<file path="src/source/pe_ctrl_pkg.sv">
`default_nettype none

package pe_ctrl_pkg;

  localparam int NUM_LANES = 16;  // PE lanes and weight rows
  localparam int SHIFT_W   = 4;
  localparam int COL_W     = 10;
  localparam int ROW_W     = 3;

  // cycles from the first activation to the first valid partial sum
  localparam int VALID_START_S1 = 6;
  localparam int VALID_START_S2 = 4;

  typedef enum logic [1:0] {
    PREC_2B = 2'd0,
    PREC_4B = 2'd1,
    PREC_8B = 2'd2  // code 3 is handled as 8 bits
  } prec_e;

  typedef enum logic {
    STRAT_1 = 1'b0,
    STRAT_2 = 1'b1
  } strategy_e;

  typedef enum logic [2:0] {
    ST_IDLE     = 3'd0,
    ST_LOAD_W   = 3'd1,
    ST_GET      = 3'd2,
    ST_EXPAND   = 3'd3,
    ST_NEXT_ROW = 3'd4,
    ST_DONE     = 3'd5
  } seq_state_e;

  typedef struct packed {
    logic [ROW_W-1:0] rows_m1;   // row passes minus one
    logic [COL_W-1:0] columns;
    strategy_e        strategy;
    logic             a_signed;
    prec_e            a_prec;
    logic             w_signed;
    prec_e            w_prec;
  } ins_t;

  // highest digit index of an operand, digit count minus one
  function automatic logic [1:0] digit_last(input prec_e prec);
    case (prec)
      PREC_2B: return 2'd0;
      PREC_4B: return 2'd1;
      default: return 2'd3;
    endcase
  endfunction

  function automatic logic [SHIFT_W-1:0] lane_shift(input logic [3:0] lane,
                                                   input prec_e     a_prec,
                                                   input prec_e     w_prec);
    logic       legal;
    logic [1:0] a_mask;
    logic [1:0] w_mask;
    logic [2:0] sum;
    legal = (a_prec <= PREC_8B) && (w_prec <= a_prec);
    a_mask = legal ? digit_last(a_prec) : 2'd3;  // anything else runs as 8x8
    w_mask = legal ? digit_last(w_prec) : 2'd3;
    // digit counts are powers of two, so the modulo is a mask
    sum = 3'(lane[1:0] & a_mask) + 3'(lane[3:2] & w_mask);
    return {sum, 1'b0};
  endfunction

endpackage

`default_nettype wire

</file>
<file path="src/source/operand_addr_gen.sv">
`timescale 1ns/100ps
`default_nettype none

module operand_addr_gen #(
  parameter int ADDR_W = 10
) (
  input  wire                                i_clk,
  input  wire                                i_rst_n,
  input  wire pe_ctrl_pkg::seq_state_e       i_state,
  input  wire [pe_ctrl_pkg::COL_W-1:0]       i_column,
  input  wire [pe_ctrl_pkg::COL_W-1:0]       i_valid_start,
  input  wire [pe_ctrl_pkg::COL_W-1:0]       i_valid_end,
  input  wire                                i_busy_activation,
  input  wire                                i_busy_weight,
  output logic [ADDR_W-1:0]                  o_addr_a,
  output logic [ADDR_W-1:0]                  o_addr_w,
  output logic [ADDR_W-1:0]                  o_addr_p,
  output logic                               o_valid_p,
  output logic [pe_ctrl_pkg::NUM_LANES-1:0]  o_w_en
);

  import pe_ctrl_pkg::*;

  logic                 streaming;
  logic                 in_window;
  logic [NUM_LANES-1:0] w_en_nxt;

  assign streaming = (i_state == ST_GET) || (i_state == ST_EXPAND);
  assign in_window = (i_column >= i_valid_start) && (i_column <= i_valid_end);

  // column k+1 of the weight load writes lane k
  always_comb begin
    for (int k = 0; k < NUM_LANES; k++) begin
      w_en_nxt[k] = (i_state == ST_LOAD_W) && (i_column == COL_W'(k + 1));
    end
  end

  always_ff @(posedge i_clk or negedge i_rst_n) begin
    if (!i_rst_n) begin
      o_w_en    <= '0;
      o_valid_p <= 1'b0;
    end else begin
      o_w_en    <= w_en_nxt;
      o_valid_p <= streaming && in_window;
    end
  end

  always_ff @(posedge i_clk or negedge i_rst_n) begin
    if (!i_rst_n) begin
      o_addr_a <= '0;
    end else if ((i_state == ST_NEXT_ROW) || (i_state == ST_IDLE)) begin
      o_addr_a <= '0;  // each pass restarts the activation stream
    end else if (!i_busy_activation) begin
      o_addr_a <= o_addr_a + 1'b1;
    end
  end

  always_ff @(posedge i_clk or negedge i_rst_n) begin
    if (!i_rst_n) begin
      o_addr_w <= '0;
    end else if (!i_busy_weight) begin
      o_addr_w <= o_addr_w + 1'b1;
    end
  end

  always_ff @(posedge i_clk or negedge i_rst_n) begin
    if (!i_rst_n) begin
      o_addr_p <= '0;
    end else if (o_valid_p) begin
      o_addr_p <= o_addr_p + 1'b1;  // next slot after each stored sum
    end
  end

endmodule

`default_nettype wire

</file>
<file path="src/source/pe_ctrl.sv">
`timescale 1ns/100ps
`default_nettype none

module pe_ctrl #(
  parameter int ADDR_W = 10
) (
  input  wire                                                    i_clk,
  input  wire                                                    i_rst_n,
  input  wire                                                    i_new_tile,
  input  wire pe_ctrl_pkg::ins_t                                 i_ins,
  output pe_ctrl_pkg::strategy_e                                 o_strategy,
  output logic [3:0]                                             o_a_signed,
  output logic [3:0]                                             o_w_signed,
  output logic [2:0]                                             o_a_arrange,
  output logic [1:0]                                             o_a_index,
  output logic [1:0]                                             o_w_arrange,
  output logic [1:0]                                             o_w_index,
  output logic [pe_ctrl_pkg::NUM_LANES*pe_ctrl_pkg::SHIFT_W-1:0] o_shift,
  output logic [pe_ctrl_pkg::NUM_LANES-1:0]                      o_w_en,
  output logic                                                   o_valid_p,
  output logic [ADDR_W-1:0]                                      o_addr_a,
  output logic [ADDR_W-1:0]                                      o_addr_w,
  output logic [ADDR_W-1:0]                                      o_addr_p,
  output logic                                                   o_busy_cube,
  output logic                                                   o_busy_activation,
  output logic                                                   o_busy_weight,
  output logic                                                   o_done
);

  import pe_ctrl_pkg::*;

  logic             load;
  prec_e            a_prec;
  prec_e            w_prec;
  logic [COL_W-1:0] columns;
  logic [ROW_W-1:0] rows;
  logic [COL_W-1:0] valid_start;
  logic [COL_W-1:0] valid_end;
  seq_state_e       state;
  logic [COL_W-1:0] column;

  tile_config tile_config_i (
    .i_clk         (i_clk),
    .i_rst_n       (i_rst_n),
    .i_load        (load),
    .i_ins         (i_ins),
    .o_a_prec      (a_prec),
    .o_w_prec      (w_prec),
    .o_strategy    (o_strategy),
    .o_columns     (columns),
    .o_rows        (rows),
    .o_valid_start (valid_start),
    .o_valid_end   (valid_end),
    .o_a_signed    (o_a_signed),
    .o_w_signed    (o_w_signed),
    .o_a_arrange   (o_a_arrange),
    .o_w_arrange   (o_w_arrange),
    .o_shift       (o_shift)
  );

  tile_sequencer tile_sequencer_i (
    .i_clk             (i_clk),
    .i_rst_n           (i_rst_n),
    .i_new_tile        (i_new_tile),
    .i_a_prec          (a_prec),
    .i_w_prec          (w_prec),
    .i_columns         (columns),
    .i_rows            (rows),
    .i_valid_end       (valid_end),
    .o_load            (load),
    .o_state           (state),
    .o_column          (column),
    .o_a_index         (o_a_index),
    .o_w_index         (o_w_index),
    .o_busy_cube       (o_busy_cube),
    .o_busy_activation (o_busy_activation),
    .o_busy_weight     (o_busy_weight),
    .o_done            (o_done)
  );

  operand_addr_gen #(
    .ADDR_W (ADDR_W)
  ) operand_addr_gen_i (
    .i_clk             (i_clk),
    .i_rst_n           (i_rst_n),
    .i_state           (state),
    .i_column          (column),
    .i_valid_start     (valid_start),
    .i_valid_end       (valid_end),
    .i_busy_activation (o_busy_activation),
    .i_busy_weight     (o_busy_weight),
    .o_addr_a          (o_addr_a),
    .o_addr_w          (o_addr_w),
    .o_addr_p          (o_addr_p),
    .o_valid_p         (o_valid_p),
    .o_w_en            (o_w_en)
  );

endmodule

`default_nettype wire

</file>
<file path="src/source/tile_config.sv">
`timescale 1ns/100ps
`default_nettype none

module tile_config (
  input  wire                                                  i_clk,
  input  wire                                                  i_rst_n,
  input  wire                                                  i_load,
  input  wire pe_ctrl_pkg::ins_t                               i_ins,
  output pe_ctrl_pkg::prec_e                                   o_a_prec,
  output pe_ctrl_pkg::prec_e                                   o_w_prec,
  output pe_ctrl_pkg::strategy_e                               o_strategy,
  output logic [pe_ctrl_pkg::COL_W-1:0]                        o_columns,
  output logic [pe_ctrl_pkg::ROW_W-1:0]                        o_rows,
  output logic [pe_ctrl_pkg::COL_W-1:0]                        o_valid_start,
  output logic [pe_ctrl_pkg::COL_W-1:0]                        o_valid_end,
  output logic [3:0]                                           o_a_signed,
  output logic [3:0]                                           o_w_signed,
  output logic [2:0]                                           o_a_arrange,
  output logic [1:0]                                           o_w_arrange,
  output logic [pe_ctrl_pkg::NUM_LANES*pe_ctrl_pkg::SHIFT_W-1:0] o_shift
);

  import pe_ctrl_pkg::*;

  logic             a_sgn_q;
  logic             w_sgn_q;
  logic [COL_W-1:0] start_nxt;

  // both operands share the rule, the activation precision picks the case
  function automatic logic [3:0] lane_signed(input logic sgn, input prec_e a_prec);
    logic is_2b;
    logic is_8b;
    is_2b = (a_prec == PREC_2B);
    is_8b = (a_prec != PREC_2B) && (a_prec != PREC_4B);
    return {sgn, sgn & is_2b, sgn & ~is_8b, sgn & is_2b};
  endfunction

  assign start_nxt = (i_ins.strategy == STRAT_2) ? COL_W'(VALID_START_S2) :
                                                   COL_W'(VALID_START_S1);

  always_ff @(posedge i_clk or negedge i_rst_n) begin
    if (!i_rst_n) begin
      o_a_prec      <= PREC_2B;
      o_w_prec      <= PREC_2B;
      o_strategy    <= STRAT_1;
      o_columns     <= '0;
      o_rows        <= '0;
      o_valid_start <= '0;
      o_valid_end   <= '0;
      a_sgn_q       <= 1'b0;
      w_sgn_q       <= 1'b0;
    end else if (i_load) begin
      o_a_prec      <= i_ins.a_prec;
      o_w_prec      <= i_ins.w_prec;
      o_strategy    <= i_ins.strategy;
      o_columns     <= i_ins.columns;
      o_rows        <= i_ins.rows_m1;
      o_valid_start <= start_nxt;
      o_valid_end   <= start_nxt + i_ins.columns - 1'b1;  // last valid column
      a_sgn_q       <= i_ins.a_signed;
      w_sgn_q       <= i_ins.w_signed;
    end
  end

  assign o_a_signed = lane_signed(a_sgn_q, o_a_prec);
  assign o_w_signed = lane_signed(w_sgn_q, o_a_prec);

  // activation x weight
  always_comb begin
    case ({o_a_prec, o_w_prec})
      {PREC_2B, PREC_2B}: o_a_arrange = 3'd0;
      {PREC_4B, PREC_2B}: o_a_arrange = 3'd1;
      {PREC_4B, PREC_4B}: o_a_arrange = 3'd2;
      {PREC_8B, PREC_2B}: o_a_arrange = 3'd3;
      {PREC_8B, PREC_4B}: o_a_arrange = 3'd4;
      default:            o_a_arrange = 3'd5;
    endcase
  end

  always_comb begin
    case ({o_a_prec, o_w_prec})
      {PREC_2B, PREC_2B}: o_w_arrange = 2'd0;
      {PREC_4B, PREC_2B}: o_w_arrange = 2'd1;
      {PREC_4B, PREC_4B}: o_w_arrange = 2'd2;
      default:            o_w_arrange = 2'd3;
    endcase
  end

  always_comb begin
    for (int i = 0; i < NUM_LANES; i++) begin
      o_shift[i*SHIFT_W +: SHIFT_W] = lane_shift(4'(i), o_a_prec, o_w_prec);
    end
  end

endmodule

`default_nettype wire

</file>
<file path="src/source/tile_sequencer.sv">
`timescale 1ns/100ps
`default_nettype none

module tile_sequencer (
  input  wire                            i_clk,
  input  wire                            i_rst_n,
  input  wire                            i_new_tile,
  input  wire pe_ctrl_pkg::prec_e        i_a_prec,
  input  wire pe_ctrl_pkg::prec_e        i_w_prec,
  input  wire [pe_ctrl_pkg::COL_W-1:0]   i_columns,
  input  wire [pe_ctrl_pkg::ROW_W-1:0]   i_rows,
  input  wire [pe_ctrl_pkg::COL_W-1:0]   i_valid_end,
  output logic                           o_load,
  output pe_ctrl_pkg::seq_state_e        o_state,
  output logic [pe_ctrl_pkg::COL_W-1:0]  o_column,
  output logic [1:0]                     o_a_index,
  output logic [1:0]                     o_w_index,
  output logic                           o_busy_cube,
  output logic                           o_busy_activation,
  output logic                           o_busy_weight,
  output logic                           o_done
);

  import pe_ctrl_pkg::*;

  seq_state_e       state;
  seq_state_e       state_nxt;
  logic [COL_W-1:0] col;
  logic [COL_W:0]   col_inc;
  logic [1:0]       a_cnt;
  logic [1:0]       w_cnt;
  logic [1:0]       a_last;
  logic [1:0]       w_last;
  logic [ROW_W-1:0] row_cnt;
  logic             pass_end;
  logic             col_clr;
  logic             fetch_a;
  logic             fetch_w;

  assign o_load   = i_new_tile & ~o_busy_cube;  // ignored while a tile runs
  assign o_state  = state;
  assign o_column = col;

  // activation digits step over weight digits and the other way round
  assign a_last   = digit_last(i_w_prec);
  assign w_last   = digit_last(i_a_prec);
  assign pass_end = (col == i_valid_end + 1'b1);
  assign col_inc  = {1'b0, col} + 1'b1;

  always_comb begin
    state_nxt = state;
    case (state)
      ST_IDLE:     if (o_load) state_nxt = ST_LOAD_W;
      ST_LOAD_W:   if (col == COL_W'(NUM_LANES)) state_nxt = ST_GET;
      ST_GET: begin
        if (pass_end) begin
          state_nxt = (row_cnt == i_rows) ? ST_DONE : ST_NEXT_ROW;
        end else if (a_last != 2'd0) begin
          state_nxt = ST_EXPAND;
        end
      end
      ST_EXPAND: begin
        if (pass_end) begin
          state_nxt = (row_cnt == i_rows) ? ST_DONE : ST_NEXT_ROW;
        end else if (a_cnt == a_last) begin
          state_nxt = ST_GET;
        end
      end
      ST_NEXT_ROW: state_nxt = ST_LOAD_W;  // reload weights for the next pass
      ST_DONE:     state_nxt = ST_IDLE;
      default:     state_nxt = ST_IDLE;
    endcase
  end

  assign col_clr = (state == ST_IDLE) || (state == ST_NEXT_ROW) ||
                   ((state == ST_LOAD_W) && (col == COL_W'(NUM_LANES)));

  assign fetch_a = (state_nxt == ST_GET) &&
                   ((state == ST_LOAD_W) || (col_inc < {1'b0, i_columns}));

  // first word on entry, then one per activation digit round
  assign fetch_w = (state_nxt == ST_LOAD_W) &&
                   ((state != ST_LOAD_W) ||
                    ((w_cnt == w_last) && (col < COL_W'(NUM_LANES - 1))));

  always_ff @(posedge i_clk or negedge i_rst_n) begin
    if (!i_rst_n) begin
      state <= ST_IDLE;
      col   <= '0;
      a_cnt <= 2'd0;
      w_cnt <= 2'd0;
    end else begin
      state <= state_nxt;
      col   <= col_clr ? '0 : col + 1'b1;
      a_cnt <= (state_nxt == ST_EXPAND) ? a_cnt + 2'd1 : 2'd0;
      w_cnt <= (col_clr || (w_cnt == w_last)) ? 2'd0 : w_cnt + 2'd1;
    end
  end

  always_ff @(posedge i_clk or negedge i_rst_n) begin
    if (!i_rst_n) begin
      row_cnt <= '0;
    end else if (o_load) begin
      row_cnt <= '0;
    end else if (state == ST_NEXT_ROW) begin
      row_cnt <= row_cnt + 1'b1;
    end
  end

  always_ff @(posedge i_clk or negedge i_rst_n) begin
    if (!i_rst_n) begin
      o_busy_cube <= 1'b0;
    end else if (o_load) begin
      o_busy_cube <= 1'b1;
    end else if (state == ST_DONE) begin
      o_busy_cube <= 1'b0;
    end
  end

  always_ff @(posedge i_clk or negedge i_rst_n) begin
    if (!i_rst_n) begin
      o_busy_activation <= 1'b1;  // high means no fetch
      o_busy_weight     <= 1'b1;
      o_done            <= 1'b0;
      o_a_index         <= 2'd0;
      o_w_index         <= 2'd0;
    end else begin
      o_busy_activation <= ~fetch_a;
      o_busy_weight     <= ~fetch_w;
      o_done            <= (state == ST_DONE);
      o_a_index         <= a_cnt;
      o_w_index         <= w_cnt;
    end
  end

endmodule

`default_nettype wire

</file>
<file path="config.mk">
export PLATFORM = sky130hd
export DESIGN_NAME = pe_ctrl
export DESIGN_NICKNAME = d
export VERILOG_FILES = /design/src/source/pe_ctrl_pkg.sv /design/src/source/operand_addr_gen.sv /design/src/source/pe_ctrl.sv /design/src/source/tile_config.sv /design/src/source/tile_sequencer.sv
export SDC_FILE = /design/constraint.sdc
export NUM_CORES = 1
export LEC_CHECK = 0
export BUFFER_PORTS_ARGS = -buffer_cell sky130_fd_sc_hd__buf_2
export CAP_MARGIN = 25
export CORE_ASPECT_RATIO = 0.75
export CORE_UTILIZATION = 40
export CTS_CLUSTER_DIAMETER = 40
export DETAILED_ROUTE_END_ITERATION = 8
export RECOVER_POWER = 50
export SLEW_MARGIN = 20
export SYNTH_ARGS = -nofsm -noshare
export SYNTH_HDL_FRONTEND = slang
export SYNTH_SLANG_ARGS = --single-unit
</file>
<file path="constraint.sdc">
create_clock -name i_clk -period 3.5 [get_ports i_clk]
set_input_delay 0.525 -clock i_clk [delete_from_list [all_inputs] [get_ports i_clk]]
set_output_delay 0.525 -clock i_clk [all_outputs]
set_load 0.05 [all_outputs]
</file>
; After elaboration in Yosys (flattened, before gate mapping)
; Cells that the tools add are included.
[word_totals]
input_bits = 23
output_inout_bits = 133
reg_bits = 115
[classes]
eq_ne = 37
n_reduce_logical = 37
n_addsub = 20
n_lt_le_gt_ge = 6
bitwise = 9
n_mux = 24
[op_table]
columns = cell, count
row1 = $eq A10 B4 Y1 const B, 8
row2 = $add A10 B1 Y10 const B, 5
row3 = $eq A10 B3 Y1 const B, 4
row4 = $mux W10, 3
row5 = $pmux W3 S5, 2
row6 = $mux W3, 8
row7 = $logic_and A1 B1 Y1, 23
row8 = $eq A10 B2 Y1 const B, 2
row9 = $add A2 B2 Y3, 4
row10 = $eq A3 B2 Y1 const B, 4
row11 = $add A10 B1 Y11 const B, 1
row12 = $lt A11 B10 Y1, 1
row13 = $add A10 B10 Y10, 1
row14 = $eq A10 B1 Y1 const B, 1
row15 = $eq A10 B10 Y1, 1
row16 = $eq A10 B5 Y1 const B, 1
row17 = $ge A10 B10 Y1, 1
row18 = $le A10 B10 Y1, 1
row19 = $lt A10 B4 Y1 const B, 1
row20 = $mux W2, 5
row21 = $sub A10 B1 Y10 const B, 1
row22 = $eq A4 B3 Y1 const B, 2
row23 = $eq A4 B4 Y1 const B, 2
row24 = $pmux W2 S2, 2
row25 = other kinds (23), 49

; Depth between registers and ports, before layout
; Gate-level depths: netlist (run 1).
[depth]
depth_word = 9
mapped_depth = 11
depth_no_buf = 10

; Cells and area by module
; From an unflattened synthesis (run 1), not the netlist that was laid out.
[hier_totals]
cells_unflattened = 643
hier_area_um2 = 6441.2
[by_module_without_submodules]
columns = module, area_each_um2, cells_each, instances
row1 = operand_addr_gen, 2353.5, 225, 1
row2 = tile_config, 2145.8, 218, 1
row3 = tile_sequencer, 1941.9, 200, 1

; Worst setup path before layout (run 1)
; No wires, ideal clock.
[synth_timing]
kind = reg-to-output
from = register tile_config_i.o_a_prec[1]
to = output o_shift[62] in the netlist's numbering
stages_incl_launch_ff = 9
t_required_ns = 2.975
t_arrival_ns = 3.492
path_slack_ns = -0.517
cell_sequence = dfrtp_1 -> clkbuf_1 -> inv_1 -> ha_1 -> nor2b_1 -> o21ai_0 -> nand3_1 -> ha_1 -> fa_1
[synth_between]
elab_chain_cells = 4
elab_cells_between_ends = 9
cone_classes = add/sub: 1 / order compare: 2 / eq/ne: 1 / mux: 3 / reduce/logical: 2
[synth_lines]
columns = item, line
row1 = from (decl), tile_config.sv:9  ; output pe_ctrl_pkg::prec_e o_a_prec,
row2 = from (signal assigned), tile_config.sv:53  ; o_a_prec <= i_ins.a_prec;
row3 = $le A2 B2 Y1, n/a
row4 = $logic_and A1 B1 Y1 *, n/a
row5 = $mux W2 *, n/a
row6 = via o_shift (one bit), pe_ctrl.sv:18  ; output logic [pe_ctrl_pkg::NUM_LANES*pe_ctrl_pkg::SHIFT_W-1:0] o_shift,
row7 = $add A2 B2 Y3 *, pe_ctrl_pkg.sv:64  ; sum = 3'(lane[1:0] & a_mask) + 3'(lane[3:2] & w_mask);
row8 = to (decl), pe_ctrl.sv:18
; Mark *: on every way through the listed nets, which the timed path passes. The rest lies on a longest branch.

; Final worst setup path (run 1)
[layout_timing]
from = register tile_config_i.o_a_prec[1]
to = output o_shift[62] in the netlist's numbering
[layout_between]
elab_chain_cells = 4
elab_cells_between_ends = 9
cone_classes = add/sub: 1 / order compare: 2 / eq/ne: 1 / mux: 3 / reduce/logical: 2
[layout_lines]
columns = item, line
row1 = $eq A2 B1 Y1 (tied with other cells), pe_ctrl_pkg.sv:46  ; case (prec)
row2 = $pmux W2 S2 / $logic_and A1 B1 Y1 (equally long branches), n/a
row3 = $mux W2, n/a
row4 = $add A2 B2 Y3 *, pe_ctrl_pkg.sv:64
; Mark *: on every way between the ends. The rest lies on a longest branch, timed or not.

==> out/results.tsv, run 1 <==
stage	metric	value	unit
hold_path	hp-class	primary input to flop	
yosys	synth_seq_area_share	45.7	%
yosys	yosysUniqueCellTypes	48	
yosys	synth_compound_area_share	7.94	%
timing	hold_viol_final	0	
yosys	yosys.area_share.simple	17.6	%
timing	tightest_slew	2.92	ns
yosys	ys_seq_elements	107	
setup_path	startpoint_type	flop	
setup_path	critPathMaxStageDelay	0.55	ns
yosys	netlist.area_leader.share	44.8	%
grt	overflow	0	
cts	cts_root_buffer	clkbuf_16	
grt	grtUsageTotal	17.6	%
setup_path	arrival	2.78	ns
yosys	synth_fa_ha_area_share	9.01	%
place	dp_cells	892	
setup_path	r2r_slack	0.83	ns
yosys	yosysTopAreaCell	dfrtp_1	
layout	antennaDiodeCount	0	
cts	ctsHoldBuffers	0	
route	routed_via_density	4.77	
timing	fin_setup_tns	0	ns
place	io_buffers	122	
floorplan	die_width	142	µm
yosys	synthTopCellsByArea	dfrtp_1 45%, ha_1 8.3%, buf_4 6.9%, nand2_1 5.1%, xnor2_1 4.8%	
route	antenna_left	0	
yosys	synth_xor_area_share	8.82	%
setup_path	critical_path_class	flop to output pin	
route	drt-initial-drc-count	185	
yosys	netlist_area	5860	µm²
floorplan	dieArea	15100	µm²
yosys	ys_warn_count	0	
timing	worst_slack	0.191	ns
cts	numCtsBuffers	9	
grt	grt_pass1_wl	20900	µm
route	drtPass1Iterations	4	
setup_path	cp-end-kind	output pin	
place	preCtsSetupSlack	0.336	ns
grt	grt_max_degree	55	
cts	cts.clk_slew.worst_paths	0.08	ns
timing	fin_crit_sh	94.6	%
job	cap_violations	2	
grt	grt_pass1_vias	4078	
yosys	synth-edff-count	0	
timing	rsz0062_at_grt	no	
yosys	avgSynthCellArea	9.59	µm²
grt	antenna_found_initial	0	
route	drt-total-wl	12600	µm
floorplan	die-height	107	µm
setup_path	worstPathRequired	2.97	ns
layout	syn_to_final_growth	14.2	%
yosys	synthArstFlopShare	100	%
yosys	synthMuxAreaShare	0.555	%
setup_path	crit_chain	inv_1 > ha_1 > nor2b_1 > o21ai_2 > nand3_2 > ha_4 > fa_2 > buf_2	
cts	clock_path_buffers	2	
route	wire_per_inst	13.9	µm
floorplan	coreArea	14000	µm²
cts	cts_tree	yes	
setup_path	crit_slowest_cell	fa_2	
timing	skew	0.00913	ns
timing	min_period	3.31	ns
floorplan	start_util	41.8	%
layout	finalNetCount	772	
cts	post_cts_buffers	0	
timing	slew_headroom	-94.6	%
cts	clk_latency	0.35	ns
timing	final_max_slew_viol_count	98	
layout	drive_gt1_share	19.4	%
cts	htreeDepth	3	
layout	fin_cells	908	
outcome	failed_checks	max-capacitance violations, max-slew violations	
yosys	synthFlopType	dfrtp_1	
setup_path	crit_path_max_fanout	10	
outcome	status	complete, but fails checks	
yosys	synth_top_family_by_area	simple AND/OR/NAND/NOR gates	
place	dp_hpwl	9660	µm
floorplan	num_rows	37	
cts	ctsResizeCount	1	
timing	setup_viol	0	
yosys	postSynthCellCount	611	
timing	fmax	0.302	GHz
route	drc	0	
cts	cts.sink_count	107	
place	gp_congestion	0.856	
route	vias	4333	
floorplan	pin_count	156	
-- cell usage in the layout, fill, tap and decap left out, types with 3 or more instances in the layout --
master,synthesis,final
o21ai_0,36,35
dfrtp_1,105,104
nor2_1,43,43
xnor2_1,32,32
nor3_1,9,9
nand3_1,15,14
clkbuf_16,0,9
a211oi_1,3,3
buf_2,2,108
clkbuf_1,13,16
clkinv_4,0,3
nand2b_1,8,8
or3_1,8,8
conb_1,1,33
a21o_1,8,8
nand4_1,13,13
nor2b_1,15,15
xor2_1,27,27
inv_1,35,35
and2_1,3,3
ha_1,39,38
nor4_1,3,3
and3_1,10,10
nand2_1,80,79
o21a_1,3,3
a21oi_1,16,16
-- synthesized netlist by cell type (3+ instances only) --
cell / instances
dfrtp_1: 105
nand2_1: 80
buf_4: 54
nor2_1: 43
ha_1: 39
o21ai_0: 36
inv_1: 35
xnor2_1: 32
xor2_1: 27
a21oi_1: 16
nand3_1: 15
nor2b_1: 15
clkbuf_1: 13
nand4_1: 13
and3_1: 10
nor3_1: 9
a21o_1: 8
nand2b_1: 8
or3_1: 8
a211oi_1: 3
and2_1: 3
nor4_1: 3
o21a_1: 3
-- cell families after synthesis --
kind of cell	after synthesis
XOR/XNOR	59
buffers and inverters	106
multiplexers	3
other	1
AO/OA/AOI/OAI	78
adder cells (fa/ha/maj)	41
flip-flops	107
AND/OR/NAND/NOR	216
-- final timing paths --
path | to | depth (start not counted) | start
max in group asynchronous | tile_sequencer_i.o_w_index[0] | 1 | i_rst_n
worst max register to register | tile_sequencer_i.o_busy_activation | 9 | tile_sequencer_i.o_column[1]
min in group asynchronous | operand_addr_gen_i.o_w_en[4] | 1 | i_rst_n
worst min register to register | tile_config_i.o_valid_start[2] | 2 | tile_config_i.o_valid_start[2]
worst max-delay path | o_shift[62] | 8 | tile_config_i.o_a_prec[1]
worst min-delay path | tile_config_i.o_rows[2] | 3 | i_ins[19]
-- flip-flops by register name, indices dropped and copies added (netlist names), 2 cells and up --
register                     cells
tile_sequencer_i.row_cnt         3
tile_config_i.o_rows             3
tile_config_i.o_columns         10
tile_sequencer_i.o_column       10
operand_addr_gen_i.o_addr_w     10
tile_config_i.o_valid_start      2
tile_config_i.o_w_prec           2
tile_config_i.o_a_prec           2
operand_addr_gen_i.o_addr_p     10
tile_sequencer_i.o_w_index       2
tile_config_i.o_valid_end       10
tile_sequencer_i.w_cnt           2
operand_addr_gen_i.o_addr_a     10
tile_sequencer_i.o_state         3
tile_sequencer_i.o_a_index       2
operand_addr_gen_i.o_w_en       16
tile_sequencer_i.a_cnt           2
-- critical path: cells and delay by family (launching register included) --
kind,cells,cell delay (ns)
AOI/OAI and AO/OA,1,0.22
buffers and inverters,2,0.36
adders and majority gates,3,1.09
DFF,1,0.44
and+or+nand+nor,2,0.31
-- through the flow --
step	area [µm²]	utilization (%)	hold WS [ns]
after floorplan	6000	-	0.229
after global routing	6700	47.7	0.357
after CTS	6720	47.9	0.234
after global placement	6430	45.8	0.433
after detailed placement	6430	45.8	0.443
final	6700	47.7	0.359
-- final cells by class --
cell class / instances / area, µm²
fillers: 1389 / 7330
multi-input cells: 430 / 2720
flip-flops and latches: 107 / 2680
repair buffers: 125 / 624
well taps: 195 / 244
clock buffers: 10 / 229
inverters: 35 / 131
clock inverters: 6 / 61.3
-- metal layers --
| layer | share of wire [%] | global-route usage, % | vias up | wire length, µm |
|---|---|---|---|---|
| met1 | 52 | 27.0 | 2065 | 6500 |
| li1 | - | - | 2130 | - |
| met3 | 6.8 | 3.71 | 8 | 852 |
| met5 | 0 | 0 | - | 0 |
| met4 | 0.50 | 3.99 | 0 | 63 |
| met2 | 41 | 24.9 | 130 | 5190 |
Power of run 1 is left out: the tool's default activity adds up to more than one toggle a clock period on the data nets, which glitch-free logic cannot reach.
==> inputs of run 2 (changes only) <==
Settings changed: PLACE_DENSITY set to 0.66.
Clock period 3.5 ns to 2.9 ns, I/O delays scaled along.
==> out/results.tsv, run 2 (synthesized netlist as in run 1, its figures left out) <==
stage	metric	value	unit
outcome	status	complete, but fails checks	
outcome	failed_checks	max-capacitance violations, max-slew violations	
cts	ctsHoldBuffers	0	
setup_path	crit_path_max_fanout	5	
floorplan	pin_count	156	
cts	numCtsBuffers	9	
cts	cts_root_buffer	clkbuf_16	
route	vias	4460	
route	antenna_left	0	
job	cap_violations	2	
route	drt-initial-drc-count	216	
timing	worst_slack	0.0710	ns
route	drtPass1Iterations	4	
timing	fin_crit_sh	97.6	%
layout	fin_cells	918	
setup_path	arrival	2.39	ns
timing	slew_headroom	-11.6	%
floorplan	start_util	41.8	%
cts	clock_path_buffers	2	
grt	busiest_layer	met1	
timing	fmax	0.353	GHz
timing	final_max_slew_viol_count	107	
timing	rsz0062_at_grt	yes	
route	drt-total-wl	13100	µm
grt	grtUsageTotal	18.1	%
layout	syn_to_final_growth	16.6	%
timing	hold_viol_final	0	
grt	use_met2	26.4	%
cts	clk_latency	0.35	ns
layout	top_register	operand_addr_gen_i.o_w_en	
place	preCtsSetupSlack	0.177	ns
timing	setup_viol	0	
route	wire_per_inst	14.3	µm
layout	final_cell_mix	104 x dfrtp_1, 100 x buf_2, 77 x nand2_1	
place	io_buffers	122	
route	routed_via_density	4.86	
setup_path	cp_common_cell	ha_4	
setup_path	critPathMaxStageDelay	0.55	ns
floorplan	die_width	142	µm
setup_path	crit_slowest_cell	fa_2	
cts	cts.clk_slew.worst_paths	0.07	ns
grt	overflow	0	
place	dp_hpwl	10200	µm
setup_path	path_delay_family	adder cells	
layout	seq_area	2680	µm²
layout	fillers	1326	
cts	cts.sink_count	107	
hold_path	hp-class	primary input to flop	
layout	multi_input_area	2770	µm²
layout	final_common_cell	dfrtp_1	
cts	htreeDepth	3	
route	drc	0	
grt	grt_pass1_vias	4188	
grt	antenna_found_initial	0	
setup_path	worstPathRequired	2.47	ns
place	dp_cells	899	
setup_path	startpoint_type	flop	
layout	largest_register_ff_count	16	
floorplan	dieArea	15100	µm²
layout	finalNetCount	782	
grt	grt_max_degree	64	
setup_path	cp-end-kind	output pin	
grt	use_met1	27.5	%
grt	use_met3	3.71	%
floorplan	coreArea	14000	µm²
layout	antennaDiodeCount	0	
setup_path	critPathBufInv	2	
floorplan	num_rows	37	
setup_path	crit_chain	inv_4 > ha_4 > nor2b_4 > o21ai_4 > nand3_4 > ha_4 > fa_2 > buf_8	
timing	tightest_slew	1.67	ns
grt	grt_pass1_wl	21500	µm
place	gp_congestion	0.893	
layout	drive_gt1_share	20.9	%
cts	cts_tree	yes	
timing	skew	0.00787	ns
timing	min_period	2.83	ns
setup_path	critical_path_class	flop to output pin	
floorplan	die-height	107	µm
-- run 2: cell types whose count changed in the layout (fill, tap and decap cells not counted), moves of 3 or more --
cell      before  now
buf_4          1   11
buf_2        108  100
clkbuf_1      16   19
clkinv_4       3    0
-- run 2: metrics by stage --
step	area, µm²	utilization (%)	hold slack (ns)	TNS (ns)
floorplan	6050	-	0.139	-0.0125
global placement	6520	46.4	0.433	0
detailed placement	6520	46.4	0.441	0
CTS	6870	49.0	0.100	0
global route	6840	48.7	0.263	-0.00730
finish	6840	48.7	0.269	0
-- run 2: layer usage --
layer | vias to the layer above | wire (µm)
li1 | 2160 | -
met1 | 2144 | 6610
met2 | 147 | 5670
met3 | 9 | 707
met4 | 0 | 103
met5 | - | 0
-- run 2: worst reg2reg max path, cell delays in order (launching register included) --
cell       delay [ns]
dfrtp_1          0.48
ha_1             0.22
nand4_1          0.21
nor2_1           0.19
xor2_1           0.21
ha_1             0.28
a21o_1           0.17
a221o_1          0.34
o21ai_0          0.23
o2111ai_1        0.14
-- run 2: what timing repair did --
item,in CTS,in global routing
pin swaps,3,0
endpoints found under the setup margin,1,3
resized for setup,4,4
setup buffers,3,0
-- run 2: final cells by class --
| type | instances | share of cell area (%) |
|---|---|---|
| Clock buffer | 9 | 3.29 |
| Inverter | 35 | 1.96 |
| Tap cell | 195 | 3.57 |
| Timing Repair Buffer | 135 | 10.2 |
| Sequential cell | 107 | 39.2 |
| Multi-Input combinational cell | 430 | 40.5 |
| Clock inverter | 7 | 1.26 |
-- run 2: final timing paths --
kind / from / to / slack [ns] / cells past startpoint
worst min-delay path: i_ins[19] / tile_config_i.o_rows[2] / 0.27 / 3
worst max-delay path: tile_config_i.o_a_prec[1] / o_shift[62] / 0.07 / 8
worst min register to register: tile_config_i.o_valid_start[2] / tile_config_i.o_valid_start[2] / 0.45 / 2
min in group asynchronous: i_rst_n / operand_addr_gen_i.o_w_en[0] / 0.30 / 1
max in group asynchronous: i_rst_n / tile_sequencer_i.o_w_index[1] / 0.54 / 2
worst max register to register: tile_sequencer_i.o_column[1] / tile_sequencer_i.o_busy_activation / 0.33 / 9
Power of run 2 is left out for the same reason.
